`src/ram_init.hex`:
```
// one 32-bit word per line, word 0 first: a5, word index, 16'hffff minus byte address
A500FFFF
A501FFFB
A502FFF7
A503FFF3
A504FFEF
A505FFEB
A506FFE7
A507FFE3
A508FFDF
A509FFDB
A50AFFD7
A50BFFD3
A50CFFCF
A50DFFCB
A50EFFC7
A50FFFC3
A510FFBF
A511FFBB
A512FFB7
A513FFB3
A514FFAF
A515FFAB
A516FFA7
A517FFA3
A518FF9F
A519FF9B
A51AFF97
A51BFF93
A51CFF8F
A51DFF8B
A51EFF87
A51FFF83
A520FF7F
A521FF7B
A522FF77
A523FF73
A524FF6F
A525FF6B
A526FF67
A527FF63
A528FF5F
A529FF5B
A52AFF57
A52BFF53
A52CFF4F
A52DFF4B
A52EFF47
A52FFF43
A530FF3F
A531FF3B
A532FF37
A533FF33
A534FF2F
A535FF2B
A536FF27
A537FF23
A538FF1F
A539FF1B
A53AFF17
A53BFF13
A53CFF0F
A53DFF0B
A53EFF07
A53FFF03

```
`src/mem_read_pkg.sv`:
```
package mem_read_pkg;

  localparam int ADDR_W      = 32;
  localparam int DATA_W      = 32;
  localparam int RAM_WORDS   = 64;  // byte addresses 0..255
  localparam int RAM_LAT     = 2;   // accept to rvalid
  localparam int QUEUE_DEPTH = 2;

  // derived widths
  localparam int WORD_IDX_W = $clog2(RAM_WORDS);
  localparam int QPTR_W     = (QUEUE_DEPTH > 1) ? $clog2(QUEUE_DEPTH) : 1;
  localparam int QCNT_W     = $clog2(QUEUE_DEPTH + 1);
  localparam int LAT_W      = (RAM_LAT > 1) ? $clog2(RAM_LAT) : 1;

  typedef enum logic {
    SRC_IFU = 1'b0,
    SRC_LSU = 1'b1
  } src_e;

  // same codes as axi rresp
  typedef enum logic [1:0] {
    RESP_OKAY   = 2'b00,
    RESP_SLVERR = 2'b10
  } rresp_e;

  typedef enum logic [1:0] {
    RAM_IDLE,
    RAM_BUSY,
    RAM_RESP
  } ram_state_e;

  typedef struct packed {
    logic [ADDR_W-1:0] addr;
    src_e              src;
  } rd_req_t;

  typedef struct packed {
    logic [DATA_W-1:0] data;
    rresp_e            resp;
    src_e              src;   // routes the response back
  } rd_resp_t;

endpackage

```
`src/mem_arb.sv`:
```
`timescale 1ns/1ps

module mem_arb (
  input  logic                            clk,
  input  logic                            rstn,
  input  logic                            ifu_req_valid,
  output logic                            ifu_req_ready,
  input  logic [mem_read_pkg::ADDR_W-1:0] ifu_req_addr,
  output logic                            ifu_resp_valid,
  input  logic                            ifu_resp_ready,
  output mem_read_pkg::rd_resp_t          ifu_resp,
  input  logic                            lsu_req_valid,
  output logic                            lsu_req_ready,
  input  logic [mem_read_pkg::ADDR_W-1:0] lsu_req_addr,
  output logic                            lsu_resp_valid,
  input  logic                            lsu_resp_ready,
  output mem_read_pkg::rd_resp_t          lsu_resp,
  output logic                            arb_req_valid,
  input  logic                            arb_req_ready,
  output mem_read_pkg::rd_req_t           arb_req,
  input  logic                            ram_resp_valid,
  output logic                            ram_resp_ready,
  input  mem_read_pkg::rd_resp_t          ram_resp
);
  import mem_read_pkg::*;

  // per-master vectors are indexed by src_e
  logic [1:0]        req_valid;
  logic [ADDR_W-1:0] req_addr [2];
  logic [1:0]        req_fire;
  logic [1:0]        skid_valid;
  logic [ADDR_W-1:0] skid_addr [2];
  logic [1:0]        cand_valid;
  logic [ADDR_W-1:0] cand_addr [2];
  logic              out_free;
  logic              grant_valid;
  src_e              grant;
  src_e              last_grant;

  logic [1:0]        resp_ready;
  logic [1:0]        resp_valid_q;
  rd_resp_t          resp_q [2];
  logic [1:0]        slot_free;
  logic              hold_valid;
  rd_resp_t          hold;
  logic              hold_move;
  logic              ram_fire;
  logic              ram_direct;
  logic [1:0]        load;
  rd_resp_t          load_data;

  assign req_valid          = {lsu_req_valid, ifu_req_valid};
  assign req_addr[SRC_IFU]  = ifu_req_addr;
  assign req_addr[SRC_LSU]  = lsu_req_addr;
  assign req_fire           = req_valid & ~skid_valid;
  assign ifu_req_ready      = ~skid_valid[SRC_IFU];
  assign lsu_req_ready      = ~skid_valid[SRC_LSU];

  // a stored request takes precedence over the live address
  always_comb begin
    for (int i = 0; i < 2; i++) begin
      cand_valid[i] = skid_valid[i] | req_valid[i];
      cand_addr[i]  = skid_valid[i] ? skid_addr[i] : req_addr[i];
    end
  end

  assign out_free    = ~arb_req_valid | arb_req_ready;
  assign grant_valid = out_free & (|cand_valid);

  always_comb begin
    if (&cand_valid) begin
      grant = (last_grant == SRC_IFU) ? SRC_LSU : SRC_IFU;  // round robin
    end else if (cand_valid[SRC_LSU]) begin
      grant = SRC_LSU;
    end else begin
      grant = SRC_IFU;
    end
  end

  always_ff @(posedge clk) begin
    if (rstn) begin
      arb_req_valid <= 1'b0;
      skid_valid    <= '0;
      last_grant    <= SRC_IFU;  // lsu wins the first tie
    end else begin
      if (arb_req_valid && arb_req_ready) begin
        arb_req_valid <= 1'b0;
      end
      if (grant_valid) begin
        arb_req_valid <= 1'b1;
        last_grant    <= grant;
      end
      for (int i = 0; i < 2; i++) begin
        if (grant_valid && grant == src_e'(i)) begin
          skid_valid[i] <= 1'b0;
        end else if (req_fire[i]) begin
          skid_valid[i] <= 1'b1;  // lost or stalled, park it
        end
      end
    end
  end

  always_ff @(posedge clk) begin
    if (grant_valid) begin
      arb_req.addr <= cand_addr[grant];
      arb_req.src  <= grant;
    end
    for (int i = 0; i < 2; i++) begin
      if (req_fire[i]) begin
        skid_addr[i] <= req_addr[i];
      end
    end
  end

  // return path
  assign resp_ready     = {lsu_resp_ready, ifu_resp_ready};
  assign slot_free      = ~resp_valid_q | resp_ready;
  assign ram_resp_ready = ~hold_valid;
  assign ram_fire       = ram_resp_valid & ~hold_valid;
  assign hold_move      = hold_valid & slot_free[hold.src];
  assign ram_direct     = ram_fire & slot_free[ram_resp.src];
  assign load_data      = hold_valid ? hold : ram_resp;

  always_comb begin
    load = '0;
    if (hold_move) begin
      load[hold.src] = 1'b1;
    end else if (ram_direct) begin
      load[ram_resp.src] = 1'b1;
    end
  end

  always_ff @(posedge clk) begin
    if (rstn) begin
      resp_valid_q <= '0;
      hold_valid   <= 1'b0;
    end else begin
      for (int i = 0; i < 2; i++) begin
        if (load[i]) begin
          resp_valid_q[i] <= 1'b1;
        end else if (resp_ready[i]) begin
          resp_valid_q[i] <= 1'b0;
        end
      end
      if (hold_move) begin
        hold_valid <= 1'b0;
      end else if (ram_fire && !ram_direct) begin
        hold_valid <= 1'b1;  // target master still busy
      end
    end
  end

  always_ff @(posedge clk) begin
    for (int i = 0; i < 2; i++) begin
      if (load[i]) begin
        resp_q[i] <= load_data;
      end
    end
    if (ram_fire) begin
      hold <= ram_resp;  // only kept when not routed directly
    end
  end

  assign ifu_resp_valid = resp_valid_q[SRC_IFU];
  assign ifu_resp       = resp_q[SRC_IFU];
  assign lsu_resp_valid = resp_valid_q[SRC_LSU];
  assign lsu_resp       = resp_q[SRC_LSU];

endmodule

```
`src/mem_read_top.sv`:
```
`timescale 1ns/1ps

module mem_read_top (
  input  logic                            clk,
  input  logic                            rstn,
  input  logic                            ifu_req_valid,
  output logic                            ifu_req_ready,
  input  logic [mem_read_pkg::ADDR_W-1:0] ifu_req_addr,
  output logic                            ifu_resp_valid,
  input  logic                            ifu_resp_ready,
  output mem_read_pkg::rd_resp_t          ifu_resp,
  input  logic                            lsu_req_valid,
  output logic                            lsu_req_ready,
  input  logic [mem_read_pkg::ADDR_W-1:0] lsu_req_addr,
  output logic                            lsu_resp_valid,
  input  logic                            lsu_resp_ready,
  output mem_read_pkg::rd_resp_t          lsu_resp
);
  import mem_read_pkg::*;

  logic     arb_req_valid;
  logic     arb_req_ready;
  rd_req_t  arb_req;
  logic     q_req_valid;
  logic     q_req_ready;
  rd_req_t  q_req;
  logic     ram_resp_valid;
  logic     ram_resp_ready;
  rd_resp_t ram_resp;

  mem_arb u_arb (
    .clk            (clk),
    .rstn           (rstn),
    .ifu_req_valid  (ifu_req_valid),
    .ifu_req_ready  (ifu_req_ready),
    .ifu_req_addr   (ifu_req_addr),
    .ifu_resp_valid (ifu_resp_valid),
    .ifu_resp_ready (ifu_resp_ready),
    .ifu_resp       (ifu_resp),
    .lsu_req_valid  (lsu_req_valid),
    .lsu_req_ready  (lsu_req_ready),
    .lsu_req_addr   (lsu_req_addr),
    .lsu_resp_valid (lsu_resp_valid),
    .lsu_resp_ready (lsu_resp_ready),
    .lsu_resp       (lsu_resp),
    .arb_req_valid  (arb_req_valid),
    .arb_req_ready  (arb_req_ready),
    .arb_req        (arb_req),
    .ram_resp_valid (ram_resp_valid),
    .ram_resp_ready (ram_resp_ready),
    .ram_resp       (ram_resp)
  );

  ram_req_queue u_queue (
    .clk       (clk),
    .rstn      (rstn),
    .in_valid  (arb_req_valid),
    .in_ready  (arb_req_ready),
    .in_req    (arb_req),
    .out_valid (q_req_valid),
    .out_ready (q_req_ready),
    .out_req   (q_req)
  );

  ram_read_port u_ram (
    .clk        (clk),
    .rstn       (rstn),
    .req_valid  (q_req_valid),
    .req_ready  (q_req_ready),
    .req        (q_req),
    .resp_valid (ram_resp_valid),
    .resp_ready (ram_resp_ready),
    .resp       (ram_resp)
  );

endmodule

```
`src/ram_read_port.sv`:
```
`timescale 1ns/1ps

module ram_read_port (
  input  logic                   clk,
  input  logic                   rstn,
  input  logic                   req_valid,
  output logic                   req_ready,
  input  mem_read_pkg::rd_req_t  req,
  output logic                   resp_valid,
  input  logic                   resp_ready,
  output mem_read_pkg::rd_resp_t resp
);
  import mem_read_pkg::*;

  logic [DATA_W-1:0]     ram [RAM_WORDS];
  ram_state_e            state;
  logic [LAT_W-1:0]      lat_cnt;
  rd_req_t               req_q;
  logic                  addr_err;
  logic [WORD_IDX_W-1:0] word_idx;
  logic                  accept;
  logic                  lat_done;

  initial begin
    $readmemh("/design/src/ram_init.hex", ram);
  end

  assign req_ready  = (state == RAM_IDLE);
  assign resp_valid = (state == RAM_RESP);
  assign accept     = req_valid & req_ready;
  assign lat_done   = (state == RAM_BUSY) && (lat_cnt == '0);

  // misaligned or past the last word
  assign addr_err = (req_q.addr[1:0] != 2'b00) ||
                    (req_q.addr >= ADDR_W'(RAM_WORDS * 4));
  assign word_idx = req_q.addr[WORD_IDX_W+1:2];

  always_ff @(posedge clk) begin
    if (rstn) begin
      state   <= RAM_IDLE;
      lat_cnt <= '0;
    end else begin
      case (state)
        RAM_IDLE: begin
          if (accept) begin
            state   <= RAM_BUSY;
            lat_cnt <= LAT_W'(RAM_LAT - 1);
          end
        end
        RAM_BUSY: begin
          if (lat_done) begin
            state <= RAM_RESP;
          end else begin
            lat_cnt <= lat_cnt - 1'b1;
          end
        end
        RAM_RESP: begin
          if (resp_ready) begin
            state <= RAM_IDLE;  // resp stays put until taken
          end
        end
        default: state <= RAM_IDLE;
      endcase
    end
  end

  always_ff @(posedge clk) begin
    if (accept) begin
      req_q <= req;
    end
    if (lat_done) begin
      resp.src <= req_q.src;
      if (addr_err) begin
        resp.data <= '0;
        resp.resp <= RESP_SLVERR;
      end else begin
        resp.data <= ram[word_idx];
        resp.resp <= RESP_OKAY;
      end
    end
  end

endmodule

```
`src/ram_req_queue.sv`:
```
`timescale 1ns/1ps

module ram_req_queue (
  input  logic                  clk,
  input  logic                  rstn,
  input  logic                  in_valid,
  output logic                  in_ready,
  input  mem_read_pkg::rd_req_t in_req,
  output logic                  out_valid,
  input  logic                  out_ready,
  output mem_read_pkg::rd_req_t out_req
);
  import mem_read_pkg::*;

  rd_req_t           mem [QUEUE_DEPTH];
  logic [QPTR_W-1:0] wr_ptr;
  logic [QPTR_W-1:0] rd_ptr;
  logic [QCNT_W-1:0] count;
  logic              full;
  logic              push;
  logic              pop;

  assign full      = (count == QCNT_W'(QUEUE_DEPTH));
  assign out_valid = (count != '0);
  assign in_ready  = ~full | out_ready;  // full queue still takes one on a pop
  assign push      = in_valid & in_ready;
  assign pop       = out_valid & out_ready;
  assign out_req   = mem[rd_ptr];

  always_ff @(posedge clk) begin
    if (rstn) begin
      wr_ptr <= '0;
      rd_ptr <= '0;
      count  <= '0;
    end else begin
      if (push) begin
        wr_ptr <= (wr_ptr == QPTR_W'(QUEUE_DEPTH - 1)) ? '0 : wr_ptr + 1'b1;
      end
      if (pop) begin
        rd_ptr <= (rd_ptr == QPTR_W'(QUEUE_DEPTH - 1)) ? '0 : rd_ptr + 1'b1;
      end
      case ({push, pop})
        2'b10:   count <= count + 1'b1;
        2'b01:   count <= count - 1'b1;
        default: count <= count;
      endcase
    end
  end

  always_ff @(posedge clk) begin
    if (push) begin
      mem[wr_ptr] <= in_req;
    end
  end

endmodule
```
`config.mk`:
```
export PLATFORM = sky130hd
export DESIGN_NAME = mem_read_top
export DESIGN_NICKNAME = d
export VERILOG_FILES = /design/src/mem_read_pkg.sv /design/src/mem_arb.sv /design/src/mem_read_top.sv /design/src/ram_read_port.sv /design/src/ram_req_queue.sv
export SDC_FILE = /design/constraint.sdc
export NUM_CORES = 1
export LEC_CHECK = 0
export BUFFER_PORTS_ARGS = -buffer_cell sky130_fd_sc_hd__buf_2
export CORE_MARGIN = 2
export CORE_UTILIZATION = 40
export CTS_BUF_LIST = sky130_fd_sc_hd__clkbuf_4 sky130_fd_sc_hd__clkbuf_8
export DETAILED_ROUTE_END_ITERATION = 7
export PLACE_DENSITY = 0.62
export SYNTH_ARGS = -nofsm -noshare
export SYNTH_HDL_FRONTEND = slang
export SYNTH_HIERARCHICAL = 1
export SYNTH_SLANG_ARGS = --single-unit
```
`constraint.sdc`:
```
create_clock -name clk -period 6.4 [get_ports clk]
set_input_delay 0.64 -clock clk [delete_from_list [all_inputs] [get_ports clk]]
set_output_delay 0.64 -clock clk [all_outputs]
set_load 0.02 [all_outputs]
```
Word level (Yosys, flattened, before mapping). Memory sizes are Yosys's and may differ from the RTL's. A register that Yosys moved wholly into a read port is not among the register bits. Cells that the tools add are included. W data, S select, Z words.

Bits in latches: 0. RAM bits: 200. Flip-flop bits (word level): 117. Output and inout port bits: 74. ROM bits: 0. Input port bits: 70. Memories: 3. Word-level logic and storage cells: 139.

Reductions and logical operators: 25. Equal/unequal tests: 9. Add/sub/neg operators: 5. Bitwise gates (word level): 22. Mux-type cells: 49. Div/mod/pow operators: 0. Order comparisons: 6. Shift operators: 0. Multipliers: 0.

Memories: u_arb.resp_q (words 2, width 35, rd ports 2, clocked after Yosys merged registers in 0, wr ports 1, RTL line mem_arb.sv:42) `rd_resp_t resp_q [2];`; u_queue.mem (words 2, width 33, rd ports 1, clocked after Yosys merged registers in 1, wr ports 1, RTL line ram_req_queue.sv:15) `rd_req_t mem [QUEUE_DEPTH];`; u_arb.skid_addr (words 2, width 32, rd ports 2, clocked after Yosys merged registers in 0, wr ports 2, RTL line mem_arb.sv:32) `logic [ADDR_W-1:0] skid_addr [2];`.

Operators with widths (number): $mux W32 (5); $mux W35 (2); $reduce_or A35 Y1 (1); $ge A32 B9 Y1 const B (1); $mux W1 (31); $reduce_bool A2 Y1 (7); $mux W2 (6); $reduce_or A2 Y1 (4); $logic_and A1 B1 Y1 (7); $not A1 Y1 (7); $and A1 B1 Y1 (6); $eq A2 B2 Y1 const B (3); $ne A2 B2 Y1 const B (3); $pmux W2 S3 (1); $reduce_and A3 Y1 (2); $eq A2 B1 Y1 const B (2); $lt A1 B2 Y1 const B (2); $not A2 Y2 (2); $or A1 B1 Y1 (4); $pmux W2 S2 (1); $add A1 B1 Y1 const B (2); $add A2 B1 Y2 const B (1); $and A2 B2 Y2 (1); $demux W1 S1 (2); 12 further kinds (13).

Longest topological paths before layout.
Word-level depth: 11. Gate-level depth with buffers: 7.

Modules after synthesis. Netlist, hierarchy kept.

Modules (own cells, without submodules): mem_arb (area an instance 7926.4 sq um, times used 1, cells an instance 394); ram_req_queue (area an instance 2618.8 sq um, times used 1, cells an instance 127); ram_read_port (area an instance 1525.2 sq um, times used 1, cells an instance 96).

Least setup slack after synthesis. OpenSTA, ideal clock, no wires.

Path kind: register to register. Start point: reg u_ram.state[1]. End point: mem u_arb/resp_q[0][35] (netlist bit), enable pin. Cell stages (with the launch flop): 5. Clock period less this slack: 4.724 ns. Buffers on the path: 0. Arrival time: 4.285 ns. Setup slack: 1.676 ns. Setup time: 0.439 ns. Path through: dfxtp_1 > nor2b_1 > nor2b_1 > a21boi_1 > a21oi_1.

Word-level cells in the longest chain between the ends: 9. Elaborated cells between the ends (all ways): 12. Classes of those cells: eq/ne: 1; mux: 8; bitwise: 2; reduce/logical: 1.

RTL lines: start: declaration (RTL line ram_read_port.sv:16) `ram_state_e state;`; start signal: assignment (RTL line ram_read_port.sv:40) `state <= RAM_IDLE;`; start signal: assignment (RTL line ram_read_port.sv:46) `state <= RAM_BUSY;`; start signal: assignment (RTL line ram_read_port.sv:52) `state <= RAM_RESP;`; $eq A2 B2 Y1 (*) (RTL line ram_read_port.sv:29) `assign resp_valid = (state == RAM_RESP);`; named net ram_resp_valid (RTL line mem_read_top.sv:27) `logic ram_resp_valid;`; $and A1 B1 Y1 (*) (RTL line mem_arb.sv:119) `assign ram_fire = ram_resp_valid & ~hold_valid;`; named net u_arb.ram_fire (RTL line mem_arb.sv:47) `logic ram_fire;`; $and A1 B1 Y1 (*) (RTL line mem_arb.sv:121) `assign ram_direct = ram_fire & slot_free[ram_resp.src];`; $mux W2 (*) (RTL line mem_arb.sv:128) `end else if (ram_direct) begin`; $mux W2 (*) (RTL line mem_arb.sv:126) `if (hold_move) begin`; named net u_arb.load[1] (RTL line mem_arb.sv:49) `logic [1:0] load;`; $mux W1 (*) (RTL line mem_arb.sv:155) `if (load[i]) begin`; $mux W1 (not written as such) (*) (RTL line mem_arb.sv:156) `resp_q[i] <= load_data;`; $reduce_or A35 Y1 (no line); $mux W1 (no line); end: declaration (RTL line mem_arb.sv:42).

The timed path passes the listed nets; every way through them passes the cells marked *.

Worst setup path after layout.
Start point: reg u_arb.hold_valid. End point: mem u_arb/resp_q[0][49] (netlist bit), enable pin.

Word-level cells in the longest chain between the ends: 9. Elaborated cells between the ends (all ways): 13. Classes of those cells: mux: 8; bitwise: 4; reduce/logical: 1.

RTL lines: start: declaration (RTL line mem_arb.sv:44) `logic hold_valid;`; start signal: assignment (RTL line mem_arb.sv:136) `hold_valid <= 1'b0;`; start signal: assignment (RTL line mem_arb.sv:146) `hold_valid <= 1'b0;`; start signal: assignment (RTL line mem_arb.sv:148) `hold_valid <= 1'b1;`; $not A1 Y1 (*); $and A1 B1 Y1 (*) (RTL line mem_arb.sv:119); named net u_arb.ram_fire (RTL line mem_arb.sv:47); $and A1 B1 Y1 (*) (RTL line mem_arb.sv:121); $mux W2 (*) (RTL line mem_arb.sv:128); $mux W2 (*) (RTL line mem_arb.sv:126); named net u_arb.load[1] (RTL line mem_arb.sv:49); $mux W1 (*) (RTL line mem_arb.sv:155); $mux W1 (not written as such) (*) (RTL line mem_arb.sv:156); $reduce_or A35 Y1 (no line); $mux W1 (no line).

Marks and branches as above.

==> out/metrics.yaml <==
outcome:
  outcome: "completed"
synthesis:
  syn_inst: 617
  ys_seq_area_share_pct: 77.87
  synth.distinct_cells: 47
  yosysWarnings: 6
  synth_edf_count: 303
  async_flop_share_pct: 0
  synth_seq_cells: 318
  synth_ff_type: "edfxtp_1"
  synth_area_per_cell_um2: 19.56
  synth_area_mm2: 0.01207
global_routing:
  grt_max_degree: 39
  grt.overflow.total: 0
  antenna_found_initial: 0
  track_usage_pct: 12.08
  grt_pass1_wl_mm: 30.01
  grt_pass1_vias: 5746
routing:
  first_iter_violations: 287
  drtAntennaViolNets: 0
  wl_per_cell_um: 15.31
  vias: 5571
  viasPerCell: 4.548
  wirelength_mm: 18.76
  drcViolationCount: 0
  first_pass_iters: 4
die:
  ioPinCount: 144
  start_util_pct: 40.73
  dieArea_mm2: 0.03158
  rows: 63
  die_x_um: 177.7
  dieHeight_um: 177.7
  coreArea_mm2: 0.02964
pwr:
  p_sw_uw: 1180
  ir_drop_v: 0.0001961
  seq_power_share_pct: 54.3
  leakage_uw: 0.005022
  power_uw: 5043
  combPwrFrac_pct: 10.8
  power_density_mw_per_mm2: 356.6
  p_clk_share_pct: 34.9
  p_int_uw: 3863
  switching_share_pct: 23.41
cells_and_area:
  mostFrequentLayoutCells: "303 x edfxtp_1, 143 x buf_2, 99 x mux2i_1"
  final_common_cell: "edfxtp_1"
  final_nets: 868
  insertedDiodeCount: 0
  fin_cells: 1225
  area_delta_synth_final_pct: 17.18
  drive_above_1_share_pct: 32.10
clocking:
  clkTransAtPathRegs_ns: 0.06
  cts-buffers-inserted: 51
  h-tree-depth: 2
  clockBufferDepth: 3
  cts_hold_buffers: 0
  ctsRootBufferMaster: "clkbuf_8"
  clk_latency_ns: 0.57
  postCtsSetupRepairBufs: 0
  post_cts_resized: 0
  clkSinkCount: 318
  cts_tree: "yes"
sta:
  fmax_mhz: 315.2
  fin_tns_setup_ns: 0
  skew_ns: 0.04595
  post-route-period-util_pct: 49.57
  finalHoldViolations: 0
  setup_violations: 0
  relSlewSlack_pct: 22.44
  worstMarginPinSlew_ns: 1.161
  slew_viol_final: 0
  rsz0062_at_grt: "false"
  period_needed_ns: 3.172
run:
  cap_violations: 0
min_path:
  hold_path.class: "in2reg"
setup_path:
  end_kind: "register"
  arrival_ns: 3.31
  path_class: "reg2reg"
  crit_path_max_fanout: 38
  critPathRequiredTime_ns: 6.54
  start_kind: "register"
placement:
  gp_congestion: 0.6667
  place_inst: 1134
  hpwl_mm: 11.50
  port_buffers: 143
[cells in the mapped netlist, types with 3 or more instances]
library cell  number  area, um2
inv_1              8      30.03
mux2_2            19      214.0
nor4_1             4      25.02
nor2b_1            6      37.54
mux2i_1           99      991.0
dfxtp_1           15      300.3
buf_2             10      50.05
mux2_1            48      540.5
a21oi_1            9      45.04
buf_12             3      60.06
nand2b_1           3      18.77
buf_4             37      277.8
nor4_2             3      37.54
edfxtp_1         303       9099
nor2_1            11      41.29
[power groups by stage]
stage	clock [uW]	sequential [uW]	combinational, uW
2_1_floorplan	0	2790	384
4_1_cts	1830	2740	560
6_report	1760	2740	544
3_5_place_dp	0	2780	555
3_3_place_gp	0	2770	550
5_1_grt	1930	2760	609
[final timing paths]
check                         from                     to  slack (ns)  depth (start not counted)
setup / recovery  u_arb/hold_valid    u_arb/resp_q[0][49]        3.23                          3
hold reg to reg      u_ram/resp[2]          u_arb/hold[2]        0.41                          0
hold / removal     ifu_req_addr[2]  u_arb/skid_addr[0][2]        0.27                          1
setup reg to reg  u_arb/hold_valid    u_arb/resp_q[0][49]        3.23                          3
[state kept, by name, summed over array words and instances (netlist names), named ones only]
register and flops:
u_arb/resp_q 70, u_queue/mem 66, u_arb/skid_addr 64, u_arb/hold 35, u_arb/arb_req 33, u_ram/req_q 33, u_arb/resp_valid_q 2, u_arb/skid_valid 2
u_queue/count 2, u_ram/resp 2, u_ram/state 2, u_arb/arb_req_valid 1, u_arb/hold_valid 1, u_arb/last_grant 1, u_queue/rd_ptr 1, u_queue/wr_ptr 1
u_ram/lat_cnt 1
[layout make-up]
cell class / count / area [um2]
clock buffer: 68 / 835.8
clock inverter: 23 / 211.5
fill: 2541 / 15490
inverter: 10 / 37.54
multi-input combinational: 267 / 2407
sequential: 318 / 9403
tap: 390 / 488.0
timing repair buffer: 149 / 760.7
[critical path, stage by stage (launching register included)]
cell      delay, ns
dfxtp_2        0.60
nor2b_4        0.93
a21boi_1       0.26
a21oi_4        0.92
[logic make-up (layout without fill, tap and decap cells)]
group	after synthesis	in the layout	synth area share, %
AOI/OAI and AO/OA	23	23	1.348
buffers and inverters	64	250	3.773
other	1	33	0.03107
adders and majority gates	1	1	0.1036
muxes	167	167	14.58
DFF	318	318	77.87
and+or+nand+nor	40	40	2.073
xor gates and xnor gates	3	3	0.2177
[through the flow]
step / cell area [um2] / utilization, % / setup slack (ns) / hold slack (ns)
3_5_place_dp: 13100 / 44.19 / 3.168 / 0.4052
5_1_grt: 14140 / 47.72 / 2.906 / 0.2152
3_3_place_gp: 13100 / 44.19 / 3.197 / 0.4034
2_1_floorplan: 12190 / - / 1.676 / 0.4003
6_report: 14140 / 47.72 / 3.228 / 0.2662
4_1_cts: 14140 / 47.72 / 3.092 / 0.2234
[routing by layer]
| layer | global-route usage (%) | share of wire (%) | vias up |
|---|---|---|---|
| met5 | 0 | 0 | - |
| met4 | 3.893 | 1.6 | 0 |
| met3 | 3.106 | 6.8 | 32 |
| met2 | 18.85 | 45 | 192 |
| met1 | 16.58 | 47 | 2635 |
| li1 | - | - | 2712 |
No activity file was read; power rests on OpenSTA's default activity.
